**config.mk**
```make
export PLATFORM = sky130hd
export DESIGN_NAME = memExecTop
export DESIGN_NICKNAME = d
export VERILOG_FILES = /design/src/memExPkg.sv /design/src/flushRangeDetector.sv /design/src/addressUnit.sv /design/src/csrFile.sv /design/src/cacheFlushSequencer.sv /design/src/memExecStage.sv /design/src/memExecTop.sv
export VERILOG_INCLUDE_DIRS = /design/src /design/src/src
export SDC_FILE = /design/constraint.sdc
export NUM_CORES = 1
export LEC_CHECK = 0
export CORE_MARGIN = 2
export CORE_UTILIZATION = 53
export DETAILED_ROUTE_END_ITERATION = 8
export DONT_BUFFER_PORTS = 1
export HOLD_SLACK_MARGIN = 0.02
export PLACE_DENSITY = 0.79
export SYNTH_ARGS = -nofsm -noshare
export SYNTH_HDL_FRONTEND = slang
export SYNTH_SLANG_ARGS = --single-unit
```
**constraint.sdc**
```tcl
create_clock -name clk -period 10.9 [get_ports clk]
set_input_delay 2.18 -clock clk [delete_from_list [all_inputs] [get_ports clk]]
set_output_delay 2.18 -clock clk [all_outputs]
set_load 0.01 [all_outputs]
```
**src/memExDefines.svh**
```systemverilog
// ##################################################
// Widths and constants shared by the RTL and the testbench
// The region code sits in the top four address bits
// ##################################################
`ifndef MEM_EX_DEFINES_SVH
`define MEM_EX_DEFINES_SVH

// Datapath widths
`define DATA_WIDTH      32
`define PHY_ADDR_WIDTH  24
`define ADDR_IMM_WIDTH  12
`define AL_PTR_WIDTH    5

// Emulated cache flush duration in cycles
`define FLUSH_CYCLES    4

// Implemented machine-mode CSR numbers
`define CSR_MSCRATCH    12'h340
`define CSR_MEPC        12'h341
`define CSR_MTVEC       12'h305

// Region codes in address bits [31:28]
`define REGION_IO       4'h4
`define REGION_MEM      4'h0

`endif

```
**src/memExPkg.sv**
```systemverilog
// ##################################################
// Types of the memory execution stage
// Widths come from the shared defines header
// ##################################################
`include "memExDefines.svh"

package memExPkg;

    typedef logic [`DATA_WIDTH-1:0]     DataPath;
    typedef logic [`DATA_WIDTH-1:0]     AddrPath;
    typedef logic [`PHY_ADDR_WIDTH-1:0] PhyAddrPath;
    typedef logic [`AL_PTR_WIDTH-1:0]   ActiveListPtrPath;

    // Memory immediate, also the CSR number of a CSR op
    typedef logic [`ADDR_IMM_WIDTH-1:0] AddrImmPath;

    // Register value with its ready bit
    typedef struct packed {
        logic    valid;
        DataPath data;
    } OperandData;

    typedef enum logic [1:0] {
        MEM_LOAD  = 2'd0,
        MEM_STORE = 2'd1,
        MEM_FENCE = 2'd2,
        MEM_CSR   = 2'd3
    } MemOpType;

    // Code 3 is unused
    typedef enum logic [1:0] {
        CSR_RW = 2'd0,
        CSR_RS = 2'd1,
        CSR_RC = 2'd2
    } CsrCode;

    typedef enum logic [1:0] {
        MMT_MEMORY  = 2'd0,
        MMT_IO      = 2'd1,
        MMT_ILLEGAL = 2'd2
    } MemoryMapType;

endpackage

```
**src/flushRangeDetector.sv**
```systemverilog
// ##################################################
// Selective flush test on an active-list pointer
// Range is [head, tail) with wraparound; head == tail is empty
// ##################################################
`timescale 1ns/1ps

module flushRangeDetector (
    input  logic                       toRecoveryPhase,
    input  memExPkg::ActiveListPtrPath flushRangeHead,
    input  memExPkg::ActiveListPtrPath flushRangeTail,
    input  logic                       flushAllInsns,
    input  memExPkg::ActiveListPtrPath activeListPtr,
    output logic                       flush
);
    import memExPkg::*;

    logic inRange;

    always_comb begin
        if (flushRangeHead <= flushRangeTail) begin
            inRange = (activeListPtr >= flushRangeHead) && (activeListPtr < flushRangeTail);
        end else begin
            // Range wraps past the end of the active list
            inRange = (activeListPtr >= flushRangeHead) || (activeListPtr < flushRangeTail);
        end
        flush = toRecoveryPhase && (flushAllInsns || inRange);
    end

endmodule

```
**src/addressUnit.sv**
```systemverilog
// ##################################################
// Effective address and memory-map classification
// Only the MEM region is cacheable
// ##################################################
`timescale 1ns/1ps
`include "memExDefines.svh"

module addressUnit (
    input  memExPkg::DataPath      base,
    input  memExPkg::AddrImmPath   addrIn,
    output memExPkg::AddrPath      addrOut,
    output memExPkg::PhyAddrPath   phyAddrOut,
    output memExPkg::MemoryMapType memMapType,
    output logic                   isUncachable
);
    import memExPkg::*;

    logic [3:0] region;

    always_comb begin
        addrOut = base + {{(`DATA_WIDTH-`ADDR_IMM_WIDTH){addrIn[`ADDR_IMM_WIDTH-1]}}, addrIn};
        region  = addrOut[`DATA_WIDTH-1 -: 4];

        case (region)
            `REGION_MEM: memMapType = MMT_MEMORY;
            `REGION_IO:  memMapType = MMT_IO;
            default:     memMapType = MMT_ILLEGAL;
        endcase

        // Physical space is the low address bits
        phyAddrOut   = addrOut[`PHY_ADDR_WIDTH-1:0];
        isUncachable = (memMapType != MMT_MEMORY);
    end

endmodule

```
**src/csrFile.sv**
```systemverilog
// ##################################################
// Machine-mode CSRs mscratch, mepc and mtvec
// Read value is the old value; other numbers read zero
// ##################################################
`timescale 1ns/1ps
`include "memExDefines.svh"

module csrFile (
    input  logic                 clk,
    input  logic                 arstN,
    input  logic                 csrWE,
    input  memExPkg::AddrImmPath csrNumber,
    input  memExPkg::DataPath    csrWriteIn,
    input  memExPkg::CsrCode     csrCode,
    output memExPkg::DataPath    csrReadOut
);
    import memExPkg::*;

    DataPath mscratch;
    DataPath mepc;
    DataPath mtvec;
    DataPath newValue;

    always_comb begin
        case (csrNumber)
            `CSR_MSCRATCH: csrReadOut = mscratch;
            `CSR_MEPC:     csrReadOut = mepc;
            `CSR_MTVEC:    csrReadOut = mtvec;
            default:       csrReadOut = '0;
        endcase

        // Read-modify-write on the old value
        case (csrCode)
            CSR_RW:  newValue = csrWriteIn;
            CSR_RS:  newValue = csrReadOut | csrWriteIn;
            CSR_RC:  newValue = csrReadOut & ~csrWriteIn;
            default: newValue = csrReadOut;
        endcase
    end

    always_ff @(posedge clk or negedge arstN) begin
        if (!arstN) begin
            mscratch <= '0;
            mepc     <= '0;
            mtvec    <= '0;
        end else if (csrWE) begin
            case (csrNumber)
                `CSR_MSCRATCH: mscratch <= newValue;
                `CSR_MEPC:     mepc     <= newValue;
                `CSR_MTVEC:    mtvec    <= newValue;
                default:       ;
            endcase
        end
    end

endmodule

```
**src/cacheFlushSequencer.sv**
```systemverilog
// ##################################################
// Stand-in for the cache flush manager
// Completion pulses in the FLUSH_CYCLES-th cycle of the request
// Dropping the request restarts the count
// ##################################################
`timescale 1ns/1ps
`include "memExDefines.svh"

module cacheFlushSequencer (
    input  logic clk,
    input  logic arstN,
    input  logic cacheFlushReq,
    output logic cacheFlushComplete
);
    localparam int CntWidth = $clog2(`FLUSH_CYCLES);

    // Cycles of the current request already seen, zero when idle
    logic [CntWidth-1:0] flushCount;

    assign cacheFlushComplete =
        cacheFlushReq && (flushCount == CntWidth'(`FLUSH_CYCLES - 1));

    always_ff @(posedge clk or negedge arstN) begin
        if (!arstN) begin
            flushCount <= '0;
        end else if (!cacheFlushReq || cacheFlushComplete) begin
            // Back to idle
            flushCount <= '0;
        end else begin
            flushCount <= flushCount + 1'b1;
        end
    end

endmodule

```
**src/memExecStage.sv**
```systemverilog
// ##################################################
// Memory execution stage, one issue lane
// Outputs are combinational from the pipeline register
// Stall holds the register; clear and flush kill the op in flight
// ##################################################
`timescale 1ns/1ps
`include "memExDefines.svh"

module memExecStage (
    input  logic                       clk,
    input  logic                       arstN,
    input  logic                       stall,
    input  logic                       clear,
    input  logic                       inValid,
    input  memExPkg::MemOpType         inOpType,
    input  memExPkg::AddrImmPath       inAddrIn,
    input  memExPkg::OperandData       inOperandA,
    input  memExPkg::OperandData       inOperandB,
    input  logic                       inIsFenceI,
    input  memExPkg::CsrCode           inCsrCode,
    input  logic                       inCsrIsImm,
    input  memExPkg::AddrImmPath       inCsrImm,
    input  memExPkg::ActiveListPtrPath inActiveListPtr,
    input  logic                       bypassSelA,
    input  logic                       bypassSelB,
    input  memExPkg::OperandData       bypassDataA,
    input  memExPkg::OperandData       bypassDataB,
    input  logic                       toRecoveryPhase,
    input  memExPkg::ActiveListPtrPath flushRangeHead,
    input  memExPkg::ActiveListPtrPath flushRangeTail,
    input  logic                       flushAllInsns,
    input  logic                       cacheFlushComplete,
    input  memExPkg::DataPath          csrReadOut,
    output logic                       dcReadReq,
    output memExPkg::PhyAddrPath       dcReadAddr,
    output logic                       dcReadUncachable,
    output memExPkg::ActiveListPtrPath dcReadActiveListPtr,
    output logic                       cacheFlushReq,
    output logic                       csrWE,
    output memExPkg::AddrImmPath       csrNumber,
    output memExPkg::DataPath          csrWriteIn,
    output memExPkg::CsrCode           csrCode,
    output logic                       outValid,
    output logic                       outRegValid,
    output memExPkg::DataPath          outDataIn,
    output memExPkg::AddrPath          outAddr,
    output memExPkg::PhyAddrPath       outPhyAddr,
    output memExPkg::MemoryMapType     outMemMapType,
    output memExPkg::MemOpType         outOpType,
    output memExPkg::ActiveListPtrPath outActiveListPtr
);
    import memExPkg::*;

    // Pipeline register
    logic             pipeValid;
    MemOpType         pipeOpType;
    AddrImmPath       pipeAddrIn;
    OperandData       pipeOperandA;
    OperandData       pipeOperandB;
    logic             pipeIsFenceI;
    CsrCode           pipeCsrCode;
    logic             pipeCsrIsImm;
    AddrImmPath       pipeCsrImm;
    ActiveListPtrPath pipeActiveListPtr;
    logic             pipeBypassSelA;
    logic             pipeBypassSelB;

    OperandData fuOpA;
    OperandData fuOpB;
    logic       flush;
    logic       isCsr;
    logic       isFenceI;
    logic       regValid;
    logic       canExecute;
    logic       isUncachable;
    PhyAddrPath phyAddr;

    always_ff @(posedge clk or negedge arstN) begin
        if (!arstN) begin
            pipeValid <= 1'b0;
        end else if (!stall) begin
            pipeValid <= inValid;
        end
    end

    always_ff @(posedge clk) begin
        if (!stall) begin
            pipeOpType        <= inOpType;
            pipeAddrIn        <= inAddrIn;
            pipeOperandA      <= inOperandA;
            pipeOperandB      <= inOperandB;
            pipeIsFenceI      <= inIsFenceI;
            pipeCsrCode       <= inCsrCode;
            pipeCsrIsImm      <= inCsrIsImm;
            pipeCsrImm        <= inCsrImm;
            pipeActiveListPtr <= inActiveListPtr;
            pipeBypassSelA    <= bypassSelA;
            pipeBypassSelB    <= bypassSelB;
        end
    end

    flushRangeDetector flushRangeDetector_inst (
        .toRecoveryPhase (toRecoveryPhase),
        .flushRangeHead  (flushRangeHead),
        .flushRangeTail  (flushRangeTail),
        .flushAllInsns   (flushAllInsns),
        .activeListPtr   (pipeActiveListPtr),
        .flush           (flush)
    );

    addressUnit addressUnit_inst (
        .base         (fuOpA.data),
        .addrIn       (pipeAddrIn),
        .addrOut      (outAddr),
        .phyAddrOut   (phyAddr),
        .memMapType   (outMemMapType),
        .isUncachable (isUncachable)
    );

    always_comb begin
        // Bypass values are taken in this cycle
        fuOpA    = pipeBypassSelA ? bypassDataA : pipeOperandA;
        fuOpB    = pipeBypassSelB ? bypassDataB : pipeOperandB;
        isCsr    = (pipeOpType == MEM_CSR);
        isFenceI = pipeValid && (pipeOpType == MEM_FENCE) && pipeIsFenceI;

        case (pipeOpType)
            MEM_LOAD, MEM_STORE: regValid = fuOpA.valid && fuOpB.valid;
            MEM_CSR:             regValid = pipeCsrIsImm || fuOpA.valid;
            default:             regValid = 1'b1;
        endcase

        // FENCE.I replays until the cache flush is done
        cacheFlushReq = isFenceI;
        if (isFenceI && !cacheFlushComplete) begin
            regValid = 1'b0;
        end

        canExecute = pipeValid && regValid && !flush && !stall && !clear;

        dcReadReq           = canExecute && (pipeOpType == MEM_LOAD);
        dcReadAddr          = phyAddr;
        dcReadUncachable    = isUncachable;
        dcReadActiveListPtr = pipeActiveListPtr;

        csrWE      = canExecute && isCsr;
        csrNumber  = pipeAddrIn;
        csrCode    = pipeCsrCode;
        csrWriteIn = pipeCsrIsImm ?
            {{(`DATA_WIDTH-`ADDR_IMM_WIDTH){1'b0}}, pipeCsrImm} : fuOpA.data;

        outValid         = (stall || clear || flush) ? 1'b0 : pipeValid;
        outRegValid      = regValid;
        outDataIn        = isCsr ? csrReadOut : fuOpB.data;
        outPhyAddr       = phyAddr;
        outOpType        = pipeOpType;
        outActiveListPtr = pipeActiveListPtr;
    end

endmodule

```
**src/memExecTop.sv**
```systemverilog
// ##################################################
// Memory execution top with flush sequencer and CSR file
// Single issue lane; caches are modelled by the request side only
// ##################################################
`timescale 1ns/1ps

module memExecTop (
    input  logic                       clk,
    input  logic                       arstN,
    input  logic                       stall,
    input  logic                       clear,
    input  logic                       inValid,
    input  memExPkg::MemOpType         inOpType,
    input  memExPkg::AddrImmPath       inAddrIn,
    input  memExPkg::OperandData       inOperandA,
    input  memExPkg::OperandData       inOperandB,
    input  logic                       inIsFenceI,
    input  memExPkg::CsrCode           inCsrCode,
    input  logic                       inCsrIsImm,
    input  memExPkg::AddrImmPath       inCsrImm,
    input  memExPkg::ActiveListPtrPath inActiveListPtr,
    input  logic                       bypassSelA,
    input  logic                       bypassSelB,
    input  memExPkg::OperandData       bypassDataA,
    input  memExPkg::OperandData       bypassDataB,
    input  logic                       toRecoveryPhase,
    input  memExPkg::ActiveListPtrPath flushRangeHead,
    input  memExPkg::ActiveListPtrPath flushRangeTail,
    input  logic                       flushAllInsns,
    output logic                       dcReadReq,
    output memExPkg::PhyAddrPath       dcReadAddr,
    output logic                       dcReadUncachable,
    output memExPkg::ActiveListPtrPath dcReadActiveListPtr,
    output logic                       outValid,
    output logic                       outRegValid,
    output memExPkg::DataPath          outDataIn,
    output memExPkg::AddrPath          outAddr,
    output memExPkg::PhyAddrPath       outPhyAddr,
    output memExPkg::MemoryMapType     outMemMapType,
    output memExPkg::MemOpType         outOpType,
    output memExPkg::ActiveListPtrPath outActiveListPtr
);
    import memExPkg::*;

    // Flush handshake
    logic       cacheFlushReq;
    logic       cacheFlushComplete;

    // CSR access
    logic       csrWE;
    AddrImmPath csrNumber;
    DataPath    csrWriteIn;
    CsrCode     csrCode;
    DataPath    csrReadOut;

    // Port names match across the hierarchy
    memExecStage memExecStage_inst (.*);

    cacheFlushSequencer cacheFlushSequencer_inst (.*);

    csrFile csrFile_inst (.*);

endmodule

```
# Word level (Yosys, flattened, before mapping)
# Cells that the tools add are included.
[totals]
ff_bits = 202
inputBits = 186
out_inout_bits = 130
elab_cells = 80
[classes]
add_sub_neg = 2
magnitude_cmp = 3
n_eq_ne = 10
muxes = 12
bitwise_logic = 3
reduce_logical = 32
[ops]
columns = ["operator", "n"]
rows = [
  ["32-bit one-hot mux with 3 select lines", 2],
  ["33-bit two-way mux", 2],
  ["32-bit two-way mux", 2],
  ["12-bit by 10-bit equality test with 1-bit output (second input constant)", 3],
  ["32-bit adder", 1],
  ["32-bit AND", 1],
  ["32-bit inverter", 1],
  ["32-bit OR", 1],
  ["1-bit logical AND", 13],
  ["2-bit equality test (second input constant)", 4],
  ["1-bit logical OR", 6],
  ["2-bit AND reduction", 3],
  ["5-bit >= comparator", 1],
  ["5-bit less-or-equal comparator", 1],
  ["1-bit logical NOT", 5],
  ["5-bit less-than comparator", 1],
  ["2-bit by 1-bit equality test with 1-bit output (second input constant)", 2],
  ["4-bit by 3-bit equality test with 1-bit output (second input constant)", 1],
  ["2-bit logical NOT", 2],
  ["4-bit logical NOT", 1],
  ["2-bit one-hot mux with 2 select lines", 1],
  ["1-bit two-way mux", 3],
  ["2-bit by 1-bit adder with 2-bit output (second input constant)", 1],
  ["2-bit two-way mux", 1],
  ["other kinds (3)", 3],
]

# Depth between registers and ports, before layout
# Gate-level depths: netlist of the first run.
[depth]
depth_word = 13
ltp_mapped = 13
mapped_depth_nobuf = 11

# Hierarchy
# From an unflattened synthesis of the first run, not the netlist that was laid out.
[hier_totals]
cells_unflattened = 1314
area_unflattened_um2 = 13168.9
[modules_own_cells]
columns = ["mod", "n_inst", "cells_each", "area_each_um2", "seq_area_each_um2"]
rows = [
  ["csrFile", 1, 687, 6073.3, 2402.3],
  ["memExecStage", 1, 328, 4823.4, 3118.0],
  ["addressUnit", 1, 247, 1834.3, 0.0],
  ["flushRangeDetector", 1, 46, 346.6, 0.0],
  ["cacheFlushSequencer", 1, 6, 91.3, 50.0],
]

# Least setup slack after synthesis of the first run
# No wires, ideal clock.
[synth_path]
kind = "input port to output port"
from = "in bypassDataA[0] in the netlist's numbering"
to = "out outAddr[16]"
t_arrival_ps = 4741
required_ps = 8720
slack_ps = 3979
cell_stages = 11
path_buffers = 1
path_cell_list = "mux2_2 > ha_1 > fa_1 > a21o_1 > a221oi_1 > o211a_1 > o21ai_1 > o21a_1 > nor2_1 > xnor2_1 > buf_4"
[synth_via]
elab_chain_len = 2
[synth_lines]
columns = ["item", "line_no", "source"]
rows = [
  ["start, declared", "memExecTop.sv:24", "input memExPkg::OperandData bypassDataA,"],
  ["33-bit two-way mux", "memExecStage.sv:122", "fuOpA = pipeBypassSelA ? bypassDataA : pipeOperandA;"],
  ["32-bit adder", "addressUnit.sv:21", "addrOut = base + {{(`DATA_WIDTH-`ADDR_IMM_WIDTH){addrIn[`ADDR_IMM_WIDTH-1]}}, addrIn};"],
  ["end, declared", "memExecTop.sv:37", "output memExPkg::AddrPath outAddr,"],
]
# Every way passes these cells.

# Worst setup path after layout of the first run
[layout_path]
from = "in bypassDataA[0] in the netlist's numbering"
to = "out outMemMapType[0]"
[layout_via]
elab_chain_len = 4
elab_cells_between_ends = 5
cone_classes = "1 x add/sub; 1 x eq/ne; 2 x mux; 1 x reduce/logical"
[layout_lines]
columns = ["item", "line_no", "source"]
rows = [
  ["33-bit two-way mux *", "memExecStage.sv:122", ""],
  ["32-bit adder *", "addressUnit.sv:21", ""],
  ["net outAddr[30]", "memExecTop.sv:37", ""],
  ["4-bit by 3-bit equality test with 1-bit output or 4-bit logical NOT (tied branches)", "addressUnit.sv:24", "case (region)"],
  ["2-bit one-hot mux with 2 select lines *", "addressUnit.sv:24", ""],
  ["end, declared", "memExecTop.sv:39", "output memExPkg::MemoryMapType outMemMapType,"],
]
# The timed path passes the listed nets; every way through them passes the cells marked *.

==> results of run 1 <==
[synth_stat cells, types with 15 or more instances]
cell,count,area [um2]
o21ai_0,71,355
dfrtp_1,99,2480
edfxtp_1,103,3090
ha_1,46,576
mux2_2,32,360
a21oi_1,66,330
nor2_1,42,158
o21ai_2,31,272
a211oi_1,18,135
clkbuf_1,41,154
nand2b_1,23,144
nand2_1,170,638
xnor2_1,19,166
mux2i_1,66,661
a22oi_1,19,143
a21o_1,33,248
inv_1,17,63.8
buf_4,53,398
buf_2,15,75.1
o21ai_1,48,240
[per-layer routing]
metal / wire, um / global-route usage [%]
met5: 0 / 0
met3: 2450 / 5.24
met4: 693 / 6.03
met2: 14300 / 41.0
met1: 13000 / 34.3
[power by group through the flow]
stage | clock [uW] | combinational (uW) | sequential [uW]
6_report | 742 | 467 | 857
4_1_cts | 753 | 465 | 857
3_5_place_dp | 0 | 464 | 872
3_3_place_gp | 0 | 461 | 871
5_1_grt | 780 | 509 | 860
2_1_floorplan | 0 | 463 | 866
[stage by stage]
stage / cells / instance area [um2] / worst slack (ns)
finish: 1375 / 12300 / 3.63
detailed placement: 1333 / 11600 / 3.60
CTS: 1375 / 12300 / 3.61
global placement: 1333 / 11600 / 3.65
floorplan: 1162 / 11900 / 3.98
global route: 1375 / 12300 / 3.48
[cell families after synthesis]
family / Yosys count
AOI/OAI and AO/OA: 347
xor gates and xnor gates: 25
adders and majority gates: 47
buffers and inverters: 138
DFF: 202
muxes: 98
and+or+nand+nor: 305
[worst max-delay path, cell delays in order]
cell,delay (ns)
mux2_2,0.26
ha_1,0.22
fa_1,0.43
a21o_1,0.21
a221oi_1,0.43
o211a_1,0.33
o21ai_1,0.25
a311oi_1,0.32
nand2_1,0.12
inv_2,0.10
and4_1,0.24
[final timing paths]
| kind | startpoint | endpoint | slack, ns | depth (start not counted) |
|---|---|---|---|---|
| max | bypassDataA[0] | outMemMapType[0] | 3.63 | 11 |
| min | cacheFlushSequencer_inst.flushCount[0] | cacheFlushSequencer_inst.flushCount[0] | 0.44 | 1 |
| max reg2reg | memExecStage_inst.dcReadActiveListPtr[0] | csrFile_inst.mtvec[18] | 7.47 | 10 |
| min reg2reg | cacheFlushSequencer_inst.flushCount[0] | cacheFlushSequencer_inst.flushCount[0] | 0.44 | 1 |
| max in group asynchronous | arstN | csrFile_inst.mtvec[17] | 9.34 | 0 |
| min in group asynchronous | arstN | memExecStage_inst.pipeValid | 1.35 | 0 |
[sequential cells by signal, indices dropped and copies added, names as in the netlist]
signal and count:
csrFile_inst.mtvec 32, memExecStage_inst.pipeOperandB 33, memExecStage_inst.pipeOperandA 33, csrFile_inst.mepc 32, memExecStage_inst.pipeCsrIsImm 1, memExecStage_inst.pipeIsFenceI 1, csrFile_inst.mscratch 32, memExecStage_inst.csrNumber 12
memExecStage_inst.pipeValid 1, memExecStage_inst.pipeBypassSelA 1, cacheFlushSequencer_inst.flushCount 2, memExecStage_inst.outOpType 2, memExecStage_inst.csrCode 2, memExecStage_inst.dcReadActiveListPtr 5, memExecStage_inst.pipeBypassSelB 1, memExecStage_inst.pipeCsrImm 12
[final cells by class]
type                       instances  area [um2]
multi-input combinational        822        5550
clock buffer                      33         674
fill                            1873        9540
inverter                          18        70.1
timing repair buffer              11        82.6
tap                              280         350
clock inverter                     9        50.0
sequential                       202        5570
==> results.sh, run 1 <==
export IMPL_syn_to_final_growth_pct=3.83
export IMPL_final_common_cell="nand2_1"
export IMPL_antenna_found_initial=0
export IMPL_dieArea_um2=23700
export IMPL_p_sw_uw=650
export IMPL_hp_class="register to register"
export IMPL_cts_resized=0
export IMPL_tns_ns=0
export IMPL_clk_root_buffer_cell="clkbuf_16"
export IMPL_power_total_uw=2070
export IMPL_netlist_area_um2=11900
export IMPL_power_share_clock_pct=35.9
export IMPL_drtAntennaViolNets=0
export IMPL_power_internal_uw=1420
export IMPL_startpoint_type="input port"
export IMPL_setup_viol=0
export IMPL_yosys_cell_types_count=70
export IMPL_ys_warn_count=0
export IMPL_drc=0
export IMPL_htree_levels=1
export IMPL_drtIter0Drc=757
export IMPL_required_ns=8.72
export IMPL_grt_max_degree=100
export IMPL_path_max_fanout=6
export IMPL_p_sw_share_pct=31.5
export IMPL_worst_slew_pin_slew_ns=1.14
export IMPL_worstSetupEndpointType="output pin"
export IMPL_cts_buffers=23
export IMPL_clk_pin_slew_ns=0.05
export IMPL_cap_viol_max_count=0
export IMPL_core_area_um2=21900
export IMPL_gp_congestion=0.898
export IMPL_whs_ns=0.439
export IMPL_clk_path_buf_depth=3
export IMPL_p_leak_uw=0.00496
export IMPL_arrival_ns=5.09
export IMPL_ys_seq_area_share_pct=46.8
export IMPL_grt_pass1_vias=8303
export IMPL_numPortBuffers=0
export IMPL_power_frac_seq_pct=41.5
export IMPL_drive_gt1_share_pct=11.6
export IMPL_hold_buffers=0
export IMPL_vias_per_cell=6.24
export IMPL_synth_area_per_cell_um2=10.2
export IMPL_rsz0062_at_grt="false"
export IMPL_overflow=0
export IMPL_clk_latency_ns=0.53
export IMPL_synthXorXnorAreaFrac_pct=1.84
export IMPL_synth_simple_area_share_pct=12.1
export IMPL_vias=8580
export IMPL_cts_tree="done"
export IMPL_clock_sinks=202
export IMPL_syn_num_nets=1395
export IMPL_dpl_hpwl_um=21600
export IMPL_muxShareOfSynthArea_pct=8.59
export IMPL_cellPowerDensity_nw_per_um2=167
export IMPL_top_level_ports=316
export IMPL_period_share_pct=66.7
export IMPL_max_freq_mhz=138
export IMPL_combPwrFrac_pct=22.6
export IMPL_postCtsSetupRepairBufs=0
export IMPL_finalHoldViolations=0
export IMPL_synth_edf_count=103
export IMPL_finClkSkew_ns=0.0222
export IMPL_criticalPathCategory="input port to output pin"
export IMPL_drt_pass1_iterations=6
export IMPL_nets=1311
export IMPL_synth_ff_type="edfxtp_1"
export IMPL_grt_pass1_wl_um=47000
export IMPL_utilization_pct=56.4
export IMPL_synth_compound_area_share_pct=19.1
export IMPL_start_util_pct=54.3
export IMPL_grt_usage_pct=25.0
export IMPL_ir_drop_uv=133
export IMPL_die_width_um=154
export IMPL_wl_um=30400
export IMPL_n_antenna_cell=0
export IMPL_netlist_instances=1162
export IMPL_final_cell_mix="170 x nand2_1, 103 x edfxtp_1, 99 x dfrtp_1, 71 x o21ai_0"
export IMPL_fp_dieH_um=154
export IMPL_synthAdderAreaFrac_pct=5.01
export IMPL_fin_crit_ns=7.27
export IMPL_relSlewSlack_pct=24.1
export IMPL_wl_per_cell_um=22.1
export IMPL_async_reset_ff_share_pct=49.0
export IMPL_maxSlewViolCount=0
export IMPL_synth_top_family_by_area="compound AO/OA/AOI/OAI gates"
export IMPL_status="complete, no violations"
export IMPL_num_rows=54
export IMPL_ys_seq_elements=202
Note: power is estimated with default switching activity, not from simulation.
==> inputs of run 2 (changes only) <==
--- a/config.mk
+++ b/config.mk
@@ -11,7 +11,7 @@
 export DETAILED_ROUTE_END_ITERATION = 8
 export DONT_BUFFER_PORTS = 1
 export HOLD_SLACK_MARGIN = 0.02
-export PLACE_DENSITY = 0.79
+export PLACE_DENSITY = 0.82
 export SYNTH_ARGS = -nofsm -noshare
 export SYNTH_HDL_FRONTEND = slang
 export SYNTH_SLANG_ARGS = --single-unit
==> constraint.sdc (replaced) <==
create_clock -name clk -period 5.95 [get_ports clk]
set_input_delay 1.19 -clock clk [delete_from_list [all_inputs] [get_ports clk]]
set_output_delay 1.19 -clock clk [all_outputs]
set_load 0.01 [all_outputs]
==> results.sh, run 2 (synthesis gave the netlist of run 1 again) <==
export IMPL_cap_viol_max_count=0
export IMPL_fp_dieH_um=154
export IMPL_antenna_found_initial=2
export IMPL_grt_pass1_wl_um=47700
export IMPL_clk_path_buf_depth=3
export IMPL_die_width_um=154
export IMPL_cts_resized=0
export IMPL_drt_pass1_iterations=5
export IMPL_wl_per_cell_um=22.5
export IMPL_overflow=0
export IMPL_fin_crit_ns=5.35
export IMPL_postCtsSetupRepairBufs=0
export IMPL_nets=1313
export IMPL_dp_cells=1335
export IMPL_startpoint_type="register"
export IMPL_fin_cells=1378
export IMPL_required_ns=4.76
export IMPL_max_freq_mhz=187
export IMPL_core_area_um2=21900
export IMPL_clk_pin_slew_ns=0.06
export IMPL_whs_ns=0.382
export IMPL_seq_area_um2=5570
export IMPL_dpl_hpwl_um=21900
export IMPL_hold_buffers=0
export IMPL_worst_slew_pin_slew_ns=1.20
export IMPL_reg_largest_list="memExecStage_inst.pipeOperandA x33, memExecStage_inst.pipeOperandB x33"
export IMPL_wl_um=31000
export IMPL_p_leak_uw=0.00498
export IMPL_drive_gt1_share_pct=11.6
export IMPL_cellPowerDensity_nw_per_um2=311
export IMPL_post_place_ws_ns=0.659
export IMPL_finClkSkew_ns=0.0176
export IMPL_top_level_ports=316
export IMPL_finalHoldViolations=0
export IMPL_multi_input_area_um2=5550
export IMPL_maxSlewViolCount=0
export IMPL_vias=8669
export IMPL_fillers=1824
export IMPL_vias_per_cell=6.29
export IMPL_cts_tree="done"
export IMPL_final_cell_mix="170 x nand2_1, 103 x edfxtp_1, 99 x dfrtp_1, 71 x o21ai_0"
export IMPL_period_share_pct=89.9
export IMPL_clk_latency_ns=0.52
export IMPL_start_util_pct=54.3
export IMPL_tns_ns=0
export IMPL_rsz0062_at_grt="false"
export IMPL_grt_max_degree=100
export IMPL_finalWorstSetupSlack_ns=0.600
export IMPL_numPortBuffers=0
export IMPL_drtAntennaViolNets=0
export IMPL_gp_congestion=0.939
export IMPL_ir_drop_uv=279
export IMPL_num_rows=54
export IMPL_dieArea_um2=23700
export IMPL_path_max_fanout=34
export IMPL_relSlewSlack_pct=20.2
export IMPL_drtIter0Drc=670
export IMPL_syn_to_final_growth_pct=4.38
export IMPL_grt_pass1_vias=8275
export IMPL_final_common_cell="nand2_1"
export IMPL_drc=0
export IMPL_clock_sinks=202
export IMPL_grt_usage_pct=25.5
export IMPL_clk_root_buffer_cell="clkbuf_16"
export IMPL_hp_class="input port to async pin"
export IMPL_criticalPathCategory="register to output pin"
export IMPL_arrival_ns=4.16
export IMPL_ff2ff_setup_slack_ns=2.20
export IMPL_cts_buffers=23
export IMPL_setup_viol=0
export IMPL_worstSetupEndpointType="output pin"
export IMPL_status="complete, no violations"
export IMPL_htree_levels=1
-- run 2: changes by cell type in the layout (fill, tap and decap cells not counted), moves of 2 or more --
cell / delta
clkinv_1: +2
bufinv_16: +2
clkinvlp_4: +2
clkinv_4: +2
clkinv_2: -7
-- run 2: routing by layer --
layer | vias to the layer above | wire [um] | global-route usage (%)
met1 | 4129 | 13100 | 35.4
met3 | 67 | 2590 | 5.30
met4 | 0 | 788 | 7.60
li1 | 4030 | - | -
met2 | 443 | 14500 | 40.6
met5 | - | 0 | 0
-- run 2: final cells by class --
type                            instances  share of cell area [%]
Tap cell                              280                    2.82
Multi-Input combinational cell        822                    44.7
Clock inverter                         11                   0.998
Antenna cell                            1                  0.0202
Clock buffer                           31                    5.12
Sequential cell                       202                    44.9
Inverter                               18                   0.565
Timing Repair Buffer                   13                   0.887
-- run 2: critical path, stage by stage (launching register included) --
cell and delay (ns):
edfxtp_1 0.38, buf_12 0.24, mux2_2 0.38, ha_1 0.22, fa_1 0.44, a21o_1 0.21, a221oi_1 0.43, o211a_1 0.33
o21ai_1 0.25, a311oi_1 0.31, nand2_1 0.12, inv_2 0.10, and4_1 0.24
-- run 2: through the flow --
stage	util, %	instance area, um2	total power (uW)
4_1_cts	56.7	12400	3890
3_5_place_dp	53.2	11600	2470
5_1_grt	56.7	12400	4020
3_3_place_gp	53.2	11600	2460
2_1_floorplan	-	11900	2430
6_report	56.7	12400	3860
-- run 2: power breakdown --
part / leakage, uW / switching (uW) / internal (uW)
Combinational: 0.00222 / 605 / 275
Sequential: 0.00239 / 33.9 / 1540
Clock: 0.000364 / 564 / 842
-- run 2: final timing paths --
| check | start | to | depth (start not counted) |
|---|---|---|---|
| min reg2reg | cacheFlushSequencer_inst.flushCount[0] | cacheFlushSequencer_inst.flushCount[0] | 1 |
| min in group clk | cacheFlushSequencer_inst.flushCount[0] | cacheFlushSequencer_inst.flushCount[0] | 1 |
| max reg2reg | memExecStage_inst.csrNumber[11] | csrFile_inst.mscratch[18] | 8 |
| min | arstN | csrFile_inst.mtvec[6] | 0 |
| max | memExecStage_inst.pipeBypassSelA | outMemMapType[0] | 12 |
| max in group asynchronous | arstN | csrFile_inst.mscratch[26] | 0 |
